**src/hw/clint_pkg.sv**
```systemverilog
package clint_pkg;

    // --------------------
    // Widths and counts
    // --------------------
    localparam int unsigned REG_ADDR_W = 16;
    localparam int unsigned REG_DATA_W = 64;
    // Fixed hart count of the cluster
    localparam int unsigned NR_HARTS   = 2;
    // Hart side and debug side requesters
    localparam int unsigned NR_PORTS   = 2;

    // Byte offset into the register block
    typedef logic [REG_ADDR_W-1:0] reg_addr_t;
    // One 64-bit register word
    typedef logic [REG_DATA_W-1:0] reg_data_t;
    // One bit per hart
    typedef logic [NR_HARTS-1:0]   hart_mask_t;

    // --------------------
    // Register map
    // --------------------
    // Per-hart registers sit 8 bytes apart
    localparam int unsigned HART_STRIDE   = 8;
    localparam reg_addr_t   MSIP_BASE     = 16'h0000;
    localparam reg_addr_t   MTIMECMP_BASE = 16'h4000;
    localparam reg_addr_t   MTIME_BASE    = 16'hBFF8;

    // All ones keeps the timer interrupts quiet after reset
    localparam reg_data_t MTIMECMP_RESET = '1;

    // Port that received the most recent grant
    typedef enum logic [0:0] {
        OWNER_P0 = 1'b0,
        OWNER_P1 = 1'b1
    } grant_owner_e;

endpackage

```
**src/hw/rtc_edge_sync.sv**
```systemverilog
`timescale 1ns/1ps

module rtc_edge_sync (
    input  logic clk_i,
    input  logic rst_ni,
    input  logic en_i,
    input  logic async_i,
    output logic rise_o
);

    // Two flop synchronizer stages
    logic sync1_q;
    logic sync2_q;
    // Previous synchronized level, for edge detection
    logic dly_q;

    // --------------------
    // Synchronizer chain
    // --------------------
    always_ff @(posedge clk_i or negedge rst_ni) begin
        if (!rst_ni) begin
            sync1_q <= 1'b0;
            sync2_q <= 1'b0;
            dly_q   <= 1'b0;
        end else begin
            // First stage may go metastable
            sync1_q <= async_i;
            sync2_q <= sync1_q;
            dly_q   <= sync2_q;
        end
    end

    // One pulse per low to high transition of the clean level
    // Enable low masks the pulse but the chain keeps tracking
    assign rise_o = en_i & sync2_q & ~dly_q;

endmodule

```
**src/hw/reg_bus_arbiter.sv**
```systemverilog
`timescale 1ns/1ps

module reg_bus_arbiter
    import clint_pkg::*;
(
    input  logic      clk_i,
    input  logic      rst_ni,
    // Port 0, hart side
    input  logic      p0_req_i,
    input  logic      p0_we_i,
    input  reg_addr_t p0_addr_i,
    input  reg_data_t p0_wdata_i,
    output logic      p0_rsp_o,
    output reg_data_t p0_rdata_o,
    // Port 1, debug side
    input  logic      p1_req_i,
    input  logic      p1_we_i,
    input  reg_addr_t p1_addr_i,
    input  reg_data_t p1_wdata_i,
    output logic      p1_rsp_o,
    output reg_data_t p1_rdata_o,
    // Register block side
    output logic      gnt_o,
    output logic      gnt_we_o,
    output reg_addr_t gnt_addr_o,
    output reg_data_t gnt_wdata_o,
    input  logic      blk_rsp_i,
    input  reg_data_t blk_rdata_i
);

    // Requests gathered into arrays indexed by port
    logic [NR_PORTS-1:0] req_in;
    logic [NR_PORTS-1:0] we_in;
    reg_addr_t           addr_in  [NR_PORTS];
    reg_data_t           wdata_in [NR_PORTS];

    // One-entry slot per port
    logic [NR_PORTS-1:0] slot_v_q;
    logic [NR_PORTS-1:0] slot_we_q;
    reg_addr_t           slot_addr_q  [NR_PORTS];
    reg_data_t           slot_wdata_q [NR_PORTS];

    // Last served port, also tags the response of the previous grant
    grant_owner_e last_owner_q;
    grant_owner_e sel;

    assign req_in      = {p1_req_i, p0_req_i};
    assign we_in       = {p1_we_i, p0_we_i};
    assign addr_in[0]  = p0_addr_i;
    assign addr_in[1]  = p1_addr_i;
    assign wdata_in[0] = p0_wdata_i;
    assign wdata_in[1] = p1_wdata_i;

    // --------------------
    // Round-robin select
    // --------------------
    always_comb begin
        unique case (slot_v_q)
            2'b01:   sel = OWNER_P0;
            2'b10:   sel = OWNER_P1;
            // Both waiting, the port not served last goes first
            2'b11:   sel = (last_owner_q == OWNER_P0) ? OWNER_P1 : OWNER_P0;
            default: sel = last_owner_q;
        endcase
    end

    // At most one grant per cycle
    assign gnt_o       = |slot_v_q;
    assign gnt_we_o    = slot_we_q[sel];
    assign gnt_addr_o  = slot_addr_q[sel];
    assign gnt_wdata_o = slot_wdata_q[sel];

    // --------------------
    // Slot control
    // --------------------
    always_ff @(posedge clk_i or negedge rst_ni) begin
        if (!rst_ni) begin
            slot_v_q     <= '0;
            // Port 0 wins the first tie
            last_owner_q <= OWNER_P1;
        end else begin
            for (int p = 0; p < NR_PORTS; p++) begin
                // A port never requests while its slot is still full
                if (req_in[p]) begin
                    slot_v_q[p] <= 1'b1;
                end else if (gnt_o && sel == grant_owner_e'(p)) begin
                    slot_v_q[p] <= 1'b0;
                end
            end
            if (gnt_o) begin
                last_owner_q <= sel;
            end
        end
    end

    // Slot payload, captured with the strobe
    always_ff @(posedge clk_i) begin
        for (int p = 0; p < NR_PORTS; p++) begin
            if (req_in[p]) begin
                slot_we_q[p]    <= we_in[p];
                slot_addr_q[p]  <= addr_in[p];
                slot_wdata_q[p] <= wdata_in[p];
            end
        end
    end

    // --------------------
    // Response steering
    // --------------------
    // Block answers one cycle after the grant, owner is still the tag
    assign p0_rsp_o   = blk_rsp_i && (last_owner_q == OWNER_P0);
    assign p1_rsp_o   = blk_rsp_i && (last_owner_q == OWNER_P1);
    assign p0_rdata_o = p0_rsp_o ? blk_rdata_i : '0;
    assign p1_rdata_o = p1_rsp_o ? blk_rdata_i : '0;

endmodule

```
**src/hw/clint_regs.sv**
```systemverilog
`timescale 1ns/1ps

module clint_regs
    import clint_pkg::*;
(
    input  logic       clk_i,
    input  logic       rst_ni,
    // Synchronized real-time clock edge
    input  logic       tick_i,
    // Granted request from the arbiter
    input  logic       req_i,
    input  logic       we_i,
    input  reg_addr_t  addr_i,
    input  reg_data_t  wdata_i,
    output logic       rsp_o,
    output reg_data_t  rdata_o,
    // Interrupt lines, one per hart
    output hart_mask_t timer_irq_o,
    output hart_mask_t ipi_o
);

    // Architectural registers
    reg_data_t  mtime_q;
    reg_data_t  mtimecmp_q [NR_HARTS];
    hart_mask_t msip_q;

    // Decoded register hits
    hart_mask_t hit_msip;
    hart_mask_t hit_cmp;
    logic       hit_mtime;
    logic       wr_en;

    // Read path
    reg_data_t rdata_d;
    reg_data_t rdata_q;
    logic      rsp_q;

    // --------------------
    // Address decode
    // --------------------
    // Exact offsets only, anything else falls through as unmapped
    always_comb begin
        for (int i = 0; i < NR_HARTS; i++) begin
            hit_msip[i] = (addr_i == MSIP_BASE + reg_addr_t'(HART_STRIDE * i));
            hit_cmp[i]  = (addr_i == MTIMECMP_BASE + reg_addr_t'(HART_STRIDE * i));
        end
        hit_mtime = (addr_i == MTIME_BASE);
    end

    assign wr_en = req_i && we_i;

    // Read mux, zero for writes and unmapped offsets
    always_comb begin
        rdata_d = '0;
        if (!we_i) begin
            for (int i = 0; i < NR_HARTS; i++) begin
                if (hit_msip[i]) begin
                    rdata_d = reg_data_t'(msip_q[i]);
                end
                if (hit_cmp[i]) begin
                    rdata_d = mtimecmp_q[i];
                end
            end
            if (hit_mtime) begin
                rdata_d = mtime_q;
            end
        end
    end

    // --------------------
    // Register update
    // --------------------
    always_ff @(posedge clk_i or negedge rst_ni) begin
        if (!rst_ni) begin
            mtime_q <= '0;
            msip_q  <= '0;
            for (int i = 0; i < NR_HARTS; i++) begin
                mtimecmp_q[i] <= MTIMECMP_RESET;
            end
            rsp_q   <= 1'b0;
        end else begin
            // Bus write beats the tick in the same cycle
            if (wr_en && hit_mtime) begin
                mtime_q <= wdata_i;
            end else if (tick_i) begin
                mtime_q <= mtime_q + reg_data_t'(1);
            end
            for (int i = 0; i < NR_HARTS; i++) begin
                // Only bit 0 of msip is stored
                if (wr_en && hit_msip[i]) begin
                    msip_q[i] <= wdata_i[0];
                end
                if (wr_en && hit_cmp[i]) begin
                    mtimecmp_q[i] <= wdata_i;
                end
            end
            // Every grant is answered one cycle later
            rsp_q   <= req_i;
        end
    end

    // Read data captured alongside the response strobe
    always_ff @(posedge clk_i) begin
        if (req_i) begin
            rdata_q <= rdata_d;
        end
    end

    assign rsp_o   = rsp_q;
    assign rdata_o = rdata_q;

    // --------------------
    // Interrupts
    // --------------------
    // Timer stays posted until mtimecmp is moved past mtime
    always_comb begin
        for (int i = 0; i < NR_HARTS; i++) begin
            timer_irq_o[i] = (mtime_q >= mtimecmp_q[i]);
        end
    end

    assign ipi_o = msip_q;

endmodule

```
**src/hw/clint_top.sv**
```systemverilog
`timescale 1ns/1ps

module clint_top
    import clint_pkg::*;
(
    input  logic       clk_i,
    input  logic       rst_ni,
    input  logic       testmode_i,
    // Slow real-time clock, asynchronous to clk_i
    input  logic       rtc_i,
    // Port 0, hart side
    input  logic       p0_req_i,
    input  logic       p0_we_i,
    input  reg_addr_t  p0_addr_i,
    input  reg_data_t  p0_wdata_i,
    output logic       p0_rsp_o,
    output reg_data_t  p0_rdata_o,
    // Port 1, debug side
    input  logic       p1_req_i,
    input  logic       p1_we_i,
    input  reg_addr_t  p1_addr_i,
    input  reg_data_t  p1_wdata_i,
    output logic       p1_rsp_o,
    output reg_data_t  p1_rdata_o,
    // Per-hart interrupts
    output hart_mask_t timer_irq_o,
    output hart_mask_t ipi_o
);

    // Arbiter to register block
    logic      gnt;
    logic      gnt_we;
    reg_addr_t gnt_addr;
    reg_data_t gnt_wdata;
    logic      blk_rsp;
    reg_data_t blk_rdata;
    // mtime increment pulse
    logic      tick;

    // --------------------
    // Request arbitration
    // --------------------
    reg_bus_arbiter u_arb (
        .clk_i       (clk_i),
        .rst_ni      (rst_ni),
        .p0_req_i    (p0_req_i),
        .p0_we_i     (p0_we_i),
        .p0_addr_i   (p0_addr_i),
        .p0_wdata_i  (p0_wdata_i),
        .p0_rsp_o    (p0_rsp_o),
        .p0_rdata_o  (p0_rdata_o),
        .p1_req_i    (p1_req_i),
        .p1_we_i     (p1_we_i),
        .p1_addr_i   (p1_addr_i),
        .p1_wdata_i  (p1_wdata_i),
        .p1_rsp_o    (p1_rsp_o),
        .p1_rdata_o  (p1_rdata_o),
        .gnt_o       (gnt),
        .gnt_we_o    (gnt_we),
        .gnt_addr_o  (gnt_addr),
        .gnt_wdata_o (gnt_wdata),
        .blk_rsp_i   (blk_rsp),
        .blk_rdata_i (blk_rdata)
    );

    // --------------------
    // Registers and IRQs
    // --------------------
    clint_regs u_regs (
        .clk_i       (clk_i),
        .rst_ni      (rst_ni),
        .tick_i      (tick),
        .req_i       (gnt),
        .we_i        (gnt_we),
        .addr_i      (gnt_addr),
        .wdata_i     (gnt_wdata),
        .rsp_o       (blk_rsp),
        .rdata_o     (blk_rdata),
        .timer_irq_o (timer_irq_o),
        .ipi_o       (ipi_o)
    );

    // mtime freezes in test mode
    rtc_edge_sync u_rtc_sync (
        .clk_i   (clk_i),
        .rst_ni  (rst_ni),
        .en_i    (~testmode_i),
        .async_i (rtc_i),
        .rise_o  (tick)
    );

endmodule

```
**config.mk**
```make
export PLATFORM = sky130hd
export DESIGN_NAME = clint_top
export DESIGN_NICKNAME = d
export VERILOG_FILES = /design/src/hw/clint_pkg.sv /design/src/hw/rtc_edge_sync.sv /design/src/hw/reg_bus_arbiter.sv /design/src/hw/clint_regs.sv /design/src/hw/clint_top.sv
export SDC_FILE = /design/constraint.sdc
export NUM_CORES = 1
export LEC_CHECK = 0
export BUFFER_PORTS_ARGS = -buffer_cell sky130_fd_sc_hd__buf_4
export CORE_MARGIN = 1.5
export CORE_UTILIZATION = 40
export DETAILED_ROUTE_END_ITERATION = 10
export HOLD_SLACK_MARGIN = 0.15
export PLACE_DENSITY = 0.7
export SLEW_MARGIN = 10
export SYNTH_ARGS = -nofsm -noshare
export SYNTH_HDL_FRONTEND = slang
export SYNTH_SLANG_ARGS = --single-unit
```
**constraint.sdc**
```tcl
create_clock -name clk_i -period 2.8 [get_ports clk_i]
set_clock_uncertainty 0.2 [all_clocks]
set_input_delay 0.28 -clock clk_i [delete_from_list [all_inputs] [get_ports clk_i]]
set_output_delay 0.28 -clock clk_i [all_outputs]
set_load 0.05 [all_outputs]
```
## Word level (Yosys, flattened, before mapping)

Memory sizes are Yosys's and may differ from the RTL's.
Index checks and enable logic that the tools add are counted.

| word-level totals | value |
|---|---|
| output and inout port bits | 134 |
| memories kept | 2 |
| logic and storage cells | 70 |
| memory bits (writable) | 160 |
| register bits after elaboration | 267 |
| bits of input ports | 168 |

Memories:

| memory | words | bits a word | read ports | clocked after memory_dff | wr ports | RTL line | source |
|---|---|---|---|---|---|---|---|
| u_arb.slot_wdata_q | 2 | 64 | 1 | 0 | 2 | reg_bus_arbiter.sv:41 | `reg_data_t slot_wdata_q [NR_PORTS];` |
| u_arb.slot_addr_q | 2 | 16 | 1 | 0 | 2 | reg_bus_arbiter.sv:40 | `reg_addr_t slot_addr_q [NR_PORTS];` |

| cells by class | value |
|---|---|
| reduce and logical (&&, ||, !) cells | 15 |
| order comparisons | 3 |
| eq/ne operators | 7 |
| $add $sub $neg | 1 |
| bitwise operators | 6 |
| multiplexer cells | 21 |

Operator list:

| kind | number |
|---|---|
| 64-bit two-way mux | 8 |
| 64-bit >= comparator | 2 |
| 64-bit by 1-bit adder with 64-bit output, second input constant | 1 |
| 16-bit by 15-bit equality test with 1-bit output, second input constant | 2 |
| 16-bit equality test, second input constant | 1 |
| 16-bit by 4-bit equality test with 1-bit output, second input constant | 1 |
| 16-bit zero test | 1 |
| 1-bit two-way mux | 12 |
| 1-bit logical AND | 10 |
| 2-bit nonzero test | 3 |
| 2-bit equality test, second input constant | 2 |
| 1-bit inverter | 4 |
| 1-bit case mux with 3 select lines | 1 |
| 1-bit AND | 2 |
| 2-bit by 1-bit equality test with 1-bit output, second input constant | 1 |
| 1-bit by 2-bit less-than comparator with 1-bit output, second input constant | 1 |
| 2-bit OR reduction | 1 |

## Logic depth before layout (Yosys ltp)

Gate-level depths: netlist of the first run.
An unclocked memory read counts as a cell.

| logic depth | value |
|---|---|
| depth after elaboration | 9 |
| gate-level depth with buffers | 10 |
| gate-level depth less buffers | 8 |

## Hierarchy

A second synthesis of the first run with hierarchy kept.

| second synthesis, totals | value |
|---|---|
| cells, all modules | 2032 |
| area total of the unflattened synthesis | 21963.6 um^2 |

Modules (own cells, without submodules):

| module | instances | cells an instance | seq. area each (um^2) | area each (um^2) |
|---|---|---|---|---|
| clint_regs | 1 | 1615 | 6961.7 | 14989.4 |
| reg_bus_arbiter | 1 | 412 | 4941.0 | 6886.6 |
| rtc_edge_sync | 1 | 4 | 75.1 | 83.8 |
| clint_top | 1 | 1 | 0.0 | 3.8 |

## Worst setup path before layout of the first run

No wires, ideal clock.

| timing path | value |
|---|---|
| path type | register to output |
| from | register u_regs.mtimecmp_q[55] in the netlist's numbering |
| to | output port timer_irq_o[1] |
| arrival time | 2.913 ns |
| cell stages (with the launch flop) | 8 |
| slack | -0.593 ns |
| data required time | 2.320 ns |
| path buffers | 0 |
| path through | dfstp_2 > inv_1 > ha_1 > nand2_1 > or3_1 > a2111oi_0 > o21ai_0 > o21ai_0 |

| between the ends | value |
|---|---|
| word-level cells in the longest chain between the ends | 1 |

Ends and longest elaborated chain:

| item | RTL line | source |
|---|---|---|
| start: declaration | clint_regs.sv:24 | `reg_data_t mtimecmp_q [NR_HARTS];` |
| start signal: indexed assignment | clint_regs.sv:94 | `mtimecmp_q[i] <= wdata_i;` |
| 64-bit >= comparator | clint_regs.sv:118 | `timer_irq_o[i] = (mtime_q >= mtimecmp_q[i]);` |
| end: declaration | clint_top.sv:26 | `output hart_mask_t timer_irq_o,` |

No other way between the ends.

## Worst setup path in the final report of the first run

| timing path | value |
|---|---|
| from | register u_regs.mtimecmp_q[126] in the netlist's numbering |
| to | output port timer_irq_o[0] |

The elaborated chain is that of the path after synthesis.

==> summary.txt, run 1 <==
Clocking
  • Worst-case clock buffer depth: 3
  • Clock-pin slew on the worst setup and hold paths: 60 ps
  • CTS H-tree lvls: 2
  • CTS tree: done
  • TritonCTS buffer count: 46
  • Num Clock Sinks: 427
  • Root Buffer: clkbuf_16
  • Worst skew pair latency: 590 ps

Floorplan
  • Die ar.: 55300 um^2
  • Initial Util: 0.407
  • Die W: 235 um
  • Row Count: 84
  • Die Ht: 235 um
  • IO Pins: 302
  • Core Area: 52900 um^2

Timing
  • RSZ-0062 raised after global routing: yes
  • Final Hold Vio Count: 0
  • Post-route clock period utilization: 1.24
  • Fin Setup TNS: -1260 ps
  • Slew Viols, Final: 0
  • Fmax: 288 MHz
  • Worst-Margin Slew: 953 ps
  • Setup WS post-layout: -667 ps
  • Slew margin rel.: 0.365
  • Final Critical Period: 3470 ps
  • Endpoints failing setup: 3

Job
  • Max_cap viols: 0

Detailed routing
  • Routed len/inst: 20.4 um
  • Drt pass-1 iters: 10
  • Post-Route WL: 67.1 mm
  • Via density: 5.39
  • # DRC: 0
  • Antenna viol nets, final: 0
  • Vias after detailed routing: 17800
  • DRT iter0 DRCs: 1468

Logic synthesis
  • Net Count, Synth: 2244
  • Synth Instances: 1947
  • Sequential-to-total area share from yosys stat: 0.556
  • FF+latch count, synth: 427
  • Synth warnings: 0
  • Synth Cell Area: 21500 um^2
  • Count of cell types in the netlist: 64
  • Syn avg cell area: 11.1 um^2
  • Post-synth EDFFs: 226
  • Main synth FF type: edfxtp_1
  • Async SR Flop Fraction: 0.471

Setup path
  • R2r worst-path depth: 8
  • WP buf/inv: 3
  • Startpoint Class: register
  • Worst Path Required: 2320 ps
  • R2r startpoint: u_arb.slot_v_q[0]
  • Register-to-Register Setup Slack: 0 ps
  • Crit path arrival time: 2990 ps
  • Crit path kind: register to primary output
  • Kind of cell adding the most delay to the critical path: simple AND/OR/NAND/NOR gates
  • CP cell instances: inv_1 > ha_4 > nand4_1 > nor4_4 > nor4b_4 > nand2_1 > o211ai_1 > buf_4 > buf_8
  • Worst setup EP type: primary output
  • CP max-delay cell: dfstp_2
  • FF-to-FF End: u_regs.rdata_o[4]
  • Critical-path maximum fanout: 2
  • Worst stage delay on the critical path: 540 ps

Placement
  • Port bufs: 301
  • Post-DP Area: 26000 um^2
  • Final Wtd Congestion: 0.948
  • DP HPWL: 43.9 mm

Cells and area
  • Final Cell Area: 29900 um^2
  • Share of cells above drive strength 1: 0.306
  • # nets final: 2865
  • Commonest non-fill, non-tap cell in the layout: buf_4
  • Most frequent cells in the layout: buf_4 (483), edfxtp_1 (226), nand2_1 (179), dlygate4sd3_1 (168), o21ai_0 (145)
  • Area grow syn2layout: 38.7%

Hold path
  • Hold WC Path Type: input pin to async pin

GRT
  • First-pass GRT wire length: 103 mm
  • Initial antenna violation count: 1
  • Largest net degree at the start of global routing: 129
  • Vias in the first global route: 18200
  • Remaining Overflow, GRT: 0
  • Tot GR Track Use: 0.236

Outcome
  • Outcome: finished, violations left
  • Failing checks: negative setup slack

Power and ir drop
  • PwrDens: 621 nW/um^2
  • Peak VDD IR: 690 uV
  • Leakage power: 12.5 nW
-- report_power, final --
| part | internal [mW] | leakage (nW) | switching [mW] | total [mW] |
|---|---|---|---|---|
| Clock | 3.60 | 0.743 | 2.54 | 6.15 |
| Combinational | 1.78 | 7.26 | 3.25 | 5.04 |
| Sequential | 7.13 | 4.47 | 0.229 | 7.36 |
-- sequential cells by signal, indices dropped and copies added (netlist names) --
signal,cells
u_arb.slot_wdata_q,128
u_regs.mtimecmp_q,128
u_regs.mtime_q,64
u_regs.rdata_o,64
u_arb.slot_addr_q,32
u_arb.slot_v_q,2
u_arb.slot_we_q,2
u_regs.ipi_o,2
u_arb.last_owner_q,1
u_regs.rsp_o,1
u_rtc_sync.dly_q,1
u_rtc_sync.sync1_q,1
u_rtc_sync.sync2_q,1
-- cells in the mapped netlist (all sizes together), types with 32 or more instances --
master  number  area (um^2)
nor2       120          450
a222oi      63          631
nand4       56          350
xor2        43          377
and3        85          532
mux2i       94          941
ha         129         1610
a21oi       70          350
edfxtp     226         6790
dfrtp       72         1800
inv        140          526
clkbuf      74          279
o21ai      159          796
nand2      184          693
nand3       33          165
buf         36          214
and2        79          494
nor3        32          165
dfstp      129         3390
-- how the worst max path moves through the flow --
stage | cells past startpoint | end | slack (ps) | startpoint
2_1_floorplan | 7 | timer_irq_o[0] | -60 | u_regs.mtimecmp_q[126]
3_3_place_gp | 10 | timer_irq_o[1] | -160 | u_regs.mtimecmp_q[44]
3_5_place_dp | 8 | timer_irq_o[1] | -190 | u_regs.mtimecmp_q[55]
4_1_cts | 10 | timer_irq_o[0] | -640 | u_regs.mtimecmp_q[113]
5_1_grt | 9 | timer_irq_o[0] | -760 | u_regs.mtimecmp_q[115]
6_report | 9 | timer_irq_o[0] | -670 | u_regs.mtimecmp_q[126]
-- kinds of logic after synthesis --
group,after synthesis,share of synthesized area
AND/OR/NAND/NOR,635,0.148
flip-flops,427,0.556
AO/OA/AOI/OAI,346,0.103
buffers and inverters,250,0.0473
adder cells (fa/ha/maj),129,0.0749
multiplexers,97,0.0458
XOR/XNOR,63,0.0256
-- metal layers --
layer	wire length (um)	global-route usage	up-vias
met2	32900	0.404	653
li1	-	-	8325
met5	0	0	-
met1	27700	0.304	8652
met4	2060	0.0762	0
met3	4510	0.0421	122
-- area by class of cell --
type	instances	area, um^2
Antenna cell	1	2.50
Clock buffer	62	1290
Clock inverter	23	211
Fill cell	4316	23000
Inverter	140	526
Multi-Input combinational cell	1272	9130
Sequential cell	427	12000
Tap cell	688	861
Timing Repair Buffer	681	5870
-- stage by stage --
stage	utilization	std cells	hold WS, ps	setup WS (ps)	total power [mW]
after floorplan	-	1947	-216	-63.7	10.1
after global placement	0.492	3022	137	-156	12.0
after detailed placement	0.492	3022	161	-192	12.1
after CTS	0.559	3285	169	-635	18.5
after global routing	0.565	3294	182	-765	19.2
final	0.565	3294	158	-667	18.5
-- repair_timing --
item	CTS	global route
hold endpoints to repair	342	0
setup buffers	9	8
setup endpoints to repair	85	77
gates resized for setup	45	57
pin swaps	28	26
hold buffers	168	0
cloned	1	2
No activity file was read; power rests on OpenSTA's default activity.
==> run 2: changes to the inputs <==
--- a/config.mk
+++ b/config.mk
@@ -10,7 +10,8 @@
 export CORE_UTILIZATION = 40
 export DETAILED_ROUTE_END_ITERATION = 10
 export HOLD_SLACK_MARGIN = 0.15
-export PLACE_DENSITY = 0.7
+export PLACE_DENSITY = 0.68
+export SETUP_SLACK_MARGIN = 0.3
 export SLEW_MARGIN = 10
 export SYNTH_ARGS = -nofsm -noshare
 export SYNTH_HDL_FRONTEND = slang
==> constraint.sdc (replaced) <==
create_clock -name clk_i -period 4.5 [get_ports clk_i]
set_clock_uncertainty 0.2 [all_clocks]
set_input_delay 0.45 -clock clk_i [delete_from_list [all_inputs] [get_ports clk_i]]
set_output_delay 0.45 -clock clk_i [all_outputs]
set_load 0.05 [all_outputs]
==> summary.txt, run 2 (synthesis results as in run 1) <==
GRT
  • First-pass GRT wire length: 94.9 mm (was 103 mm)
  • Largest net degree at the start of global routing: 134 (was 129)
  • Remaining Overflow, GRT: 0 (unchanged)
  • Vias in the first global route: 17000 (was 18200)
  • Tot GR Track Use: 0.218 (was 0.236)
  • Initial antenna violation count: 2 (was 1)

Clocking
  • Worst skew pair latency: 590 ps (about the same)
  • Num Clock Sinks: 427 (unchanged)
  • TritonCTS buffer count: 46 (unchanged)
  • Total setup buffers inserted after CTS: 0 (was 9)
  • CTS tree: done (unchanged)
  • Root Buffer: clkbuf_16 (unchanged)
  • Worst-case clock buffer depth: 3 (unchanged)
  • CTS H-tree lvls: 2 (unchanged)
  • Clock-pin slew on the worst setup and hold paths: 60 ps (about the same)

Hold path
  • Hold WC Path Type: register to register (was input pin to async pin)

Timing
  • Endpoints failing setup: 0 (was 3)
  • RSZ-0062 raised after global routing: no (was yes)
  • Post-route clock period utilization: 0.914
  • Final Critical Period: 4110 ps
  • Final Hold Vio Count: 0 (unchanged)
  • Fmax: 243 MHz
  • Slew Viols, Final: 0 (unchanged)
  • Worst-Margin Slew: 1010 ps (was 953 ps)
  • Slew margin rel.: 0.323 (was 0.365)
  • Fin Setup TNS: 0 ps (was -1260 ps)

Cells and area
  • Share of cells above drive strength 1: 0.225 (was 0.306)
  • # nets final: 2675 (was 2865)
  • Commonest non-fill, non-tap cell in the layout: buf_4 (unchanged)
  • Area grow syn2layout: 28.5% (was 38.7%)
  • Most frequent cells in the layout: buf_4 (322), edfxtp_1 (226), nand2_1 (181), dlygate4sd3_1 (165), o21ai_0 (158) (was buf_4 (483), edfxtp_1 (226), nand2_1 (179), dlygate4sd3_1 (168), o21ai_0 (145))
  • Top flop regs: u_arb.slot_wdata_q x128, u_regs.mtimecmp_q x128 (unchanged)
  • Final Cell Area: 27700 um^2 (was 29900 um^2)
  • Ant diodes: 0 (was 1)

Setup path
  • Worst Path Required: 3850 ps (was 2320 ps)
  • CP max-delay cell: dfstp_2 (unchanged)
  • Worst stage delay on the critical path: 550 ps (was 540 ps)
  • Critical-path maximum fanout: 3 (was 2)
  • Worst setup EP type: primary output (unchanged)
  • CP cell instances: ha_1 > nand2b_1 > a2111oi_2 > nor4_1 > o311a_1 > a211oi_1 > o211ai_1 > buf_4 (was inv_1 > ha_4 > nand4_1 > nor4_4 > nor4b_4 > nand2_1 > o211ai_1 > buf_4 > buf_8)
  • Crit path arrival time: 3460 ps (was 2990 ps)
  • Startpoint Class: register (unchanged)
  • Crit path kind: register to primary output (unchanged)

Power and ir drop
  • Sequential power share: 0.409 (was 0.397)
  • PwrDens: 405 nW/um^2 (was 621 nW/um^2)
  • Peak VDD IR: 358 uV (was 690 uV)
  • Total internal power: 7.56 mW (was 12.5 mW)
  • Leakage power: 11.4 nW (was 12.5 nW)
  • Switching Share: 0.326 (was 0.325)
  • Clock power share: 0.342 (was 0.331)
  • Net Switching: 3.66 mW (was 6.03 mW)
  • Combinational Power Share: 0.249 (was 0.272)

Detailed routing
  • Vias after detailed routing: 16700 (was 17800)
  • Post-Route WL: 61.2 mm (was 67.1 mm)
  • Drt pass-1 iters: 9 (was 10)
  • # DRC: 0 (unchanged)
  • Routed len/inst: 19.7 um (was 20.4 um)
  • Antenna viol nets, final: 0 (unchanged)
  • DRT iter0 DRCs: 1420 (was 1468)
  • Via density: 5.39 (about the same)

Floorplan
  • Die ar.: 55300 um^2 (unchanged)
  • Die W: 235 um (unchanged)
  • Initial Util: 0.407 (unchanged)
  • Die Ht: 235 um (unchanged)
  • Row Count: 84 (unchanged)
  • Core Area: 52900 um^2 (unchanged)
  • IO Pins: 302 (unchanged)

Placement
  • Post-DP Area: 24500 um^2 (was 26000 um^2)
  • DP HPWL: 40.6 mm (was 43.9 mm)
  • Final Wtd Congestion: 0.921 (was 0.948)
  • Port bufs: 301 (unchanged)

Outcome
  • Outcome: completed (was finished, violations left)

Job
  • Max_cap viols: 0 (unchanged)
run 2: changes by cell type in the layout (fill, tap and decap cells not counted), moves of 8 or more:
cell     change
ha_4        -18
inv_1        +8
buf_4      -161
ha_1        +20
buf_12      -18
inv_2        -8
o21ai_1      -8
o21ai_0     +13
run 2: cell type report:
| class | count | area [um^2] |
|---|---|---|
| inverter | 140 | 526 |
| clock buffer | 60 | 1270 |
| multi-input combinational | 1270 | 8610 |
| sequential | 427 | 12000 |
| fill | 4550 | 25200 |
| clock inverter | 25 | 253 |
| timing repair buffer | 493 | 4180 |
| tap | 688 | 861 |
run 2: timing repair:
action	4_1_cts	5_1_grt
endpoints found under the setup margin	1	2
endpoints found under the hold margin	232	0
gates resized for setup	2	2
pin swaps	0	0
hold buffers	165	0
run 2: through the flow:
| step | util | hold WS [ps] | setup slack [ps] | power [mW] | std cells |
|---|---|---|---|---|---|
| 2_1_floorplan | - | -45.6 | 937 | 6.29 | 1947 |
| 3_3_place_gp | 0.463 | 133 | 778 | 7.30 | 2853 |
| 3_5_place_dp | 0.463 | 136 | 770 | 7.35 | 2853 |
| 4_1_cts | 0.523 | 178 | 361 | 11.3 | 3103 |
| 5_1_grt | 0.524 | 191 | 308 | 11.7 | 3103 |
| 6_report | 0.524 | 180 | 387 | 11.2 | 3103 |
run 2: critical path, delay by kind of cell (launching register included):
kind                       cells  cell delay (ps)
AOI/OAI and AO/OA              4             1500
adders and majority gates      1              220
DFF                            1              550
buffers and inverters          1              290
and+or+nand+nor                2              330
run 2: worst paths after layout:
check	slack, ps	endpoint	start	depth (start not counted)
max	390	timer_irq_o[0]	u_regs.mtimecmp_q[64]	8
min	180	u_rtc_sync.dly_q	u_rtc_sync.sync2_q	0
max reg2reg	1230	u_regs.rdata_o[31]	u_arb.last_owner_q	7
min reg2reg	180	u_rtc_sync.dly_q	u_rtc_sync.sync2_q	0
max in group asynchronous	2770	u_regs.mtime_q[6]	rst_ni	3
min in group asynchronous	210	u_regs.mtime_q[50]	rst_ni	2
run 2: power groups by stage:
| stage | Clock, mW | Sequential [mW] | Combinational (mW) |
|---|---|---|---|
| after CTS | 3.93 | 4.59 | 2.82 |
| after global routing | 4.07 | 4.61 | 2.98 |
| after detailed placement | 0 | 4.66 | 2.69 |
| after global placement | 0 | 4.65 | 2.65 |
| after floorplan | 0 | 4.59 | 1.70 |
| final | 3.84 | 4.59 | 2.80 |
run 2: layer usage:
layer | wire, um | track usage | vias up
met1 | 26100 | 0.285 | 8108
met4 | 1790 | 0.0750 | 0
met2 | 29600 | 0.367 | 564
met3 | 3620 | 0.0370 | 112
li1 | - | - | 7939
met5 | 0 | 0 | -
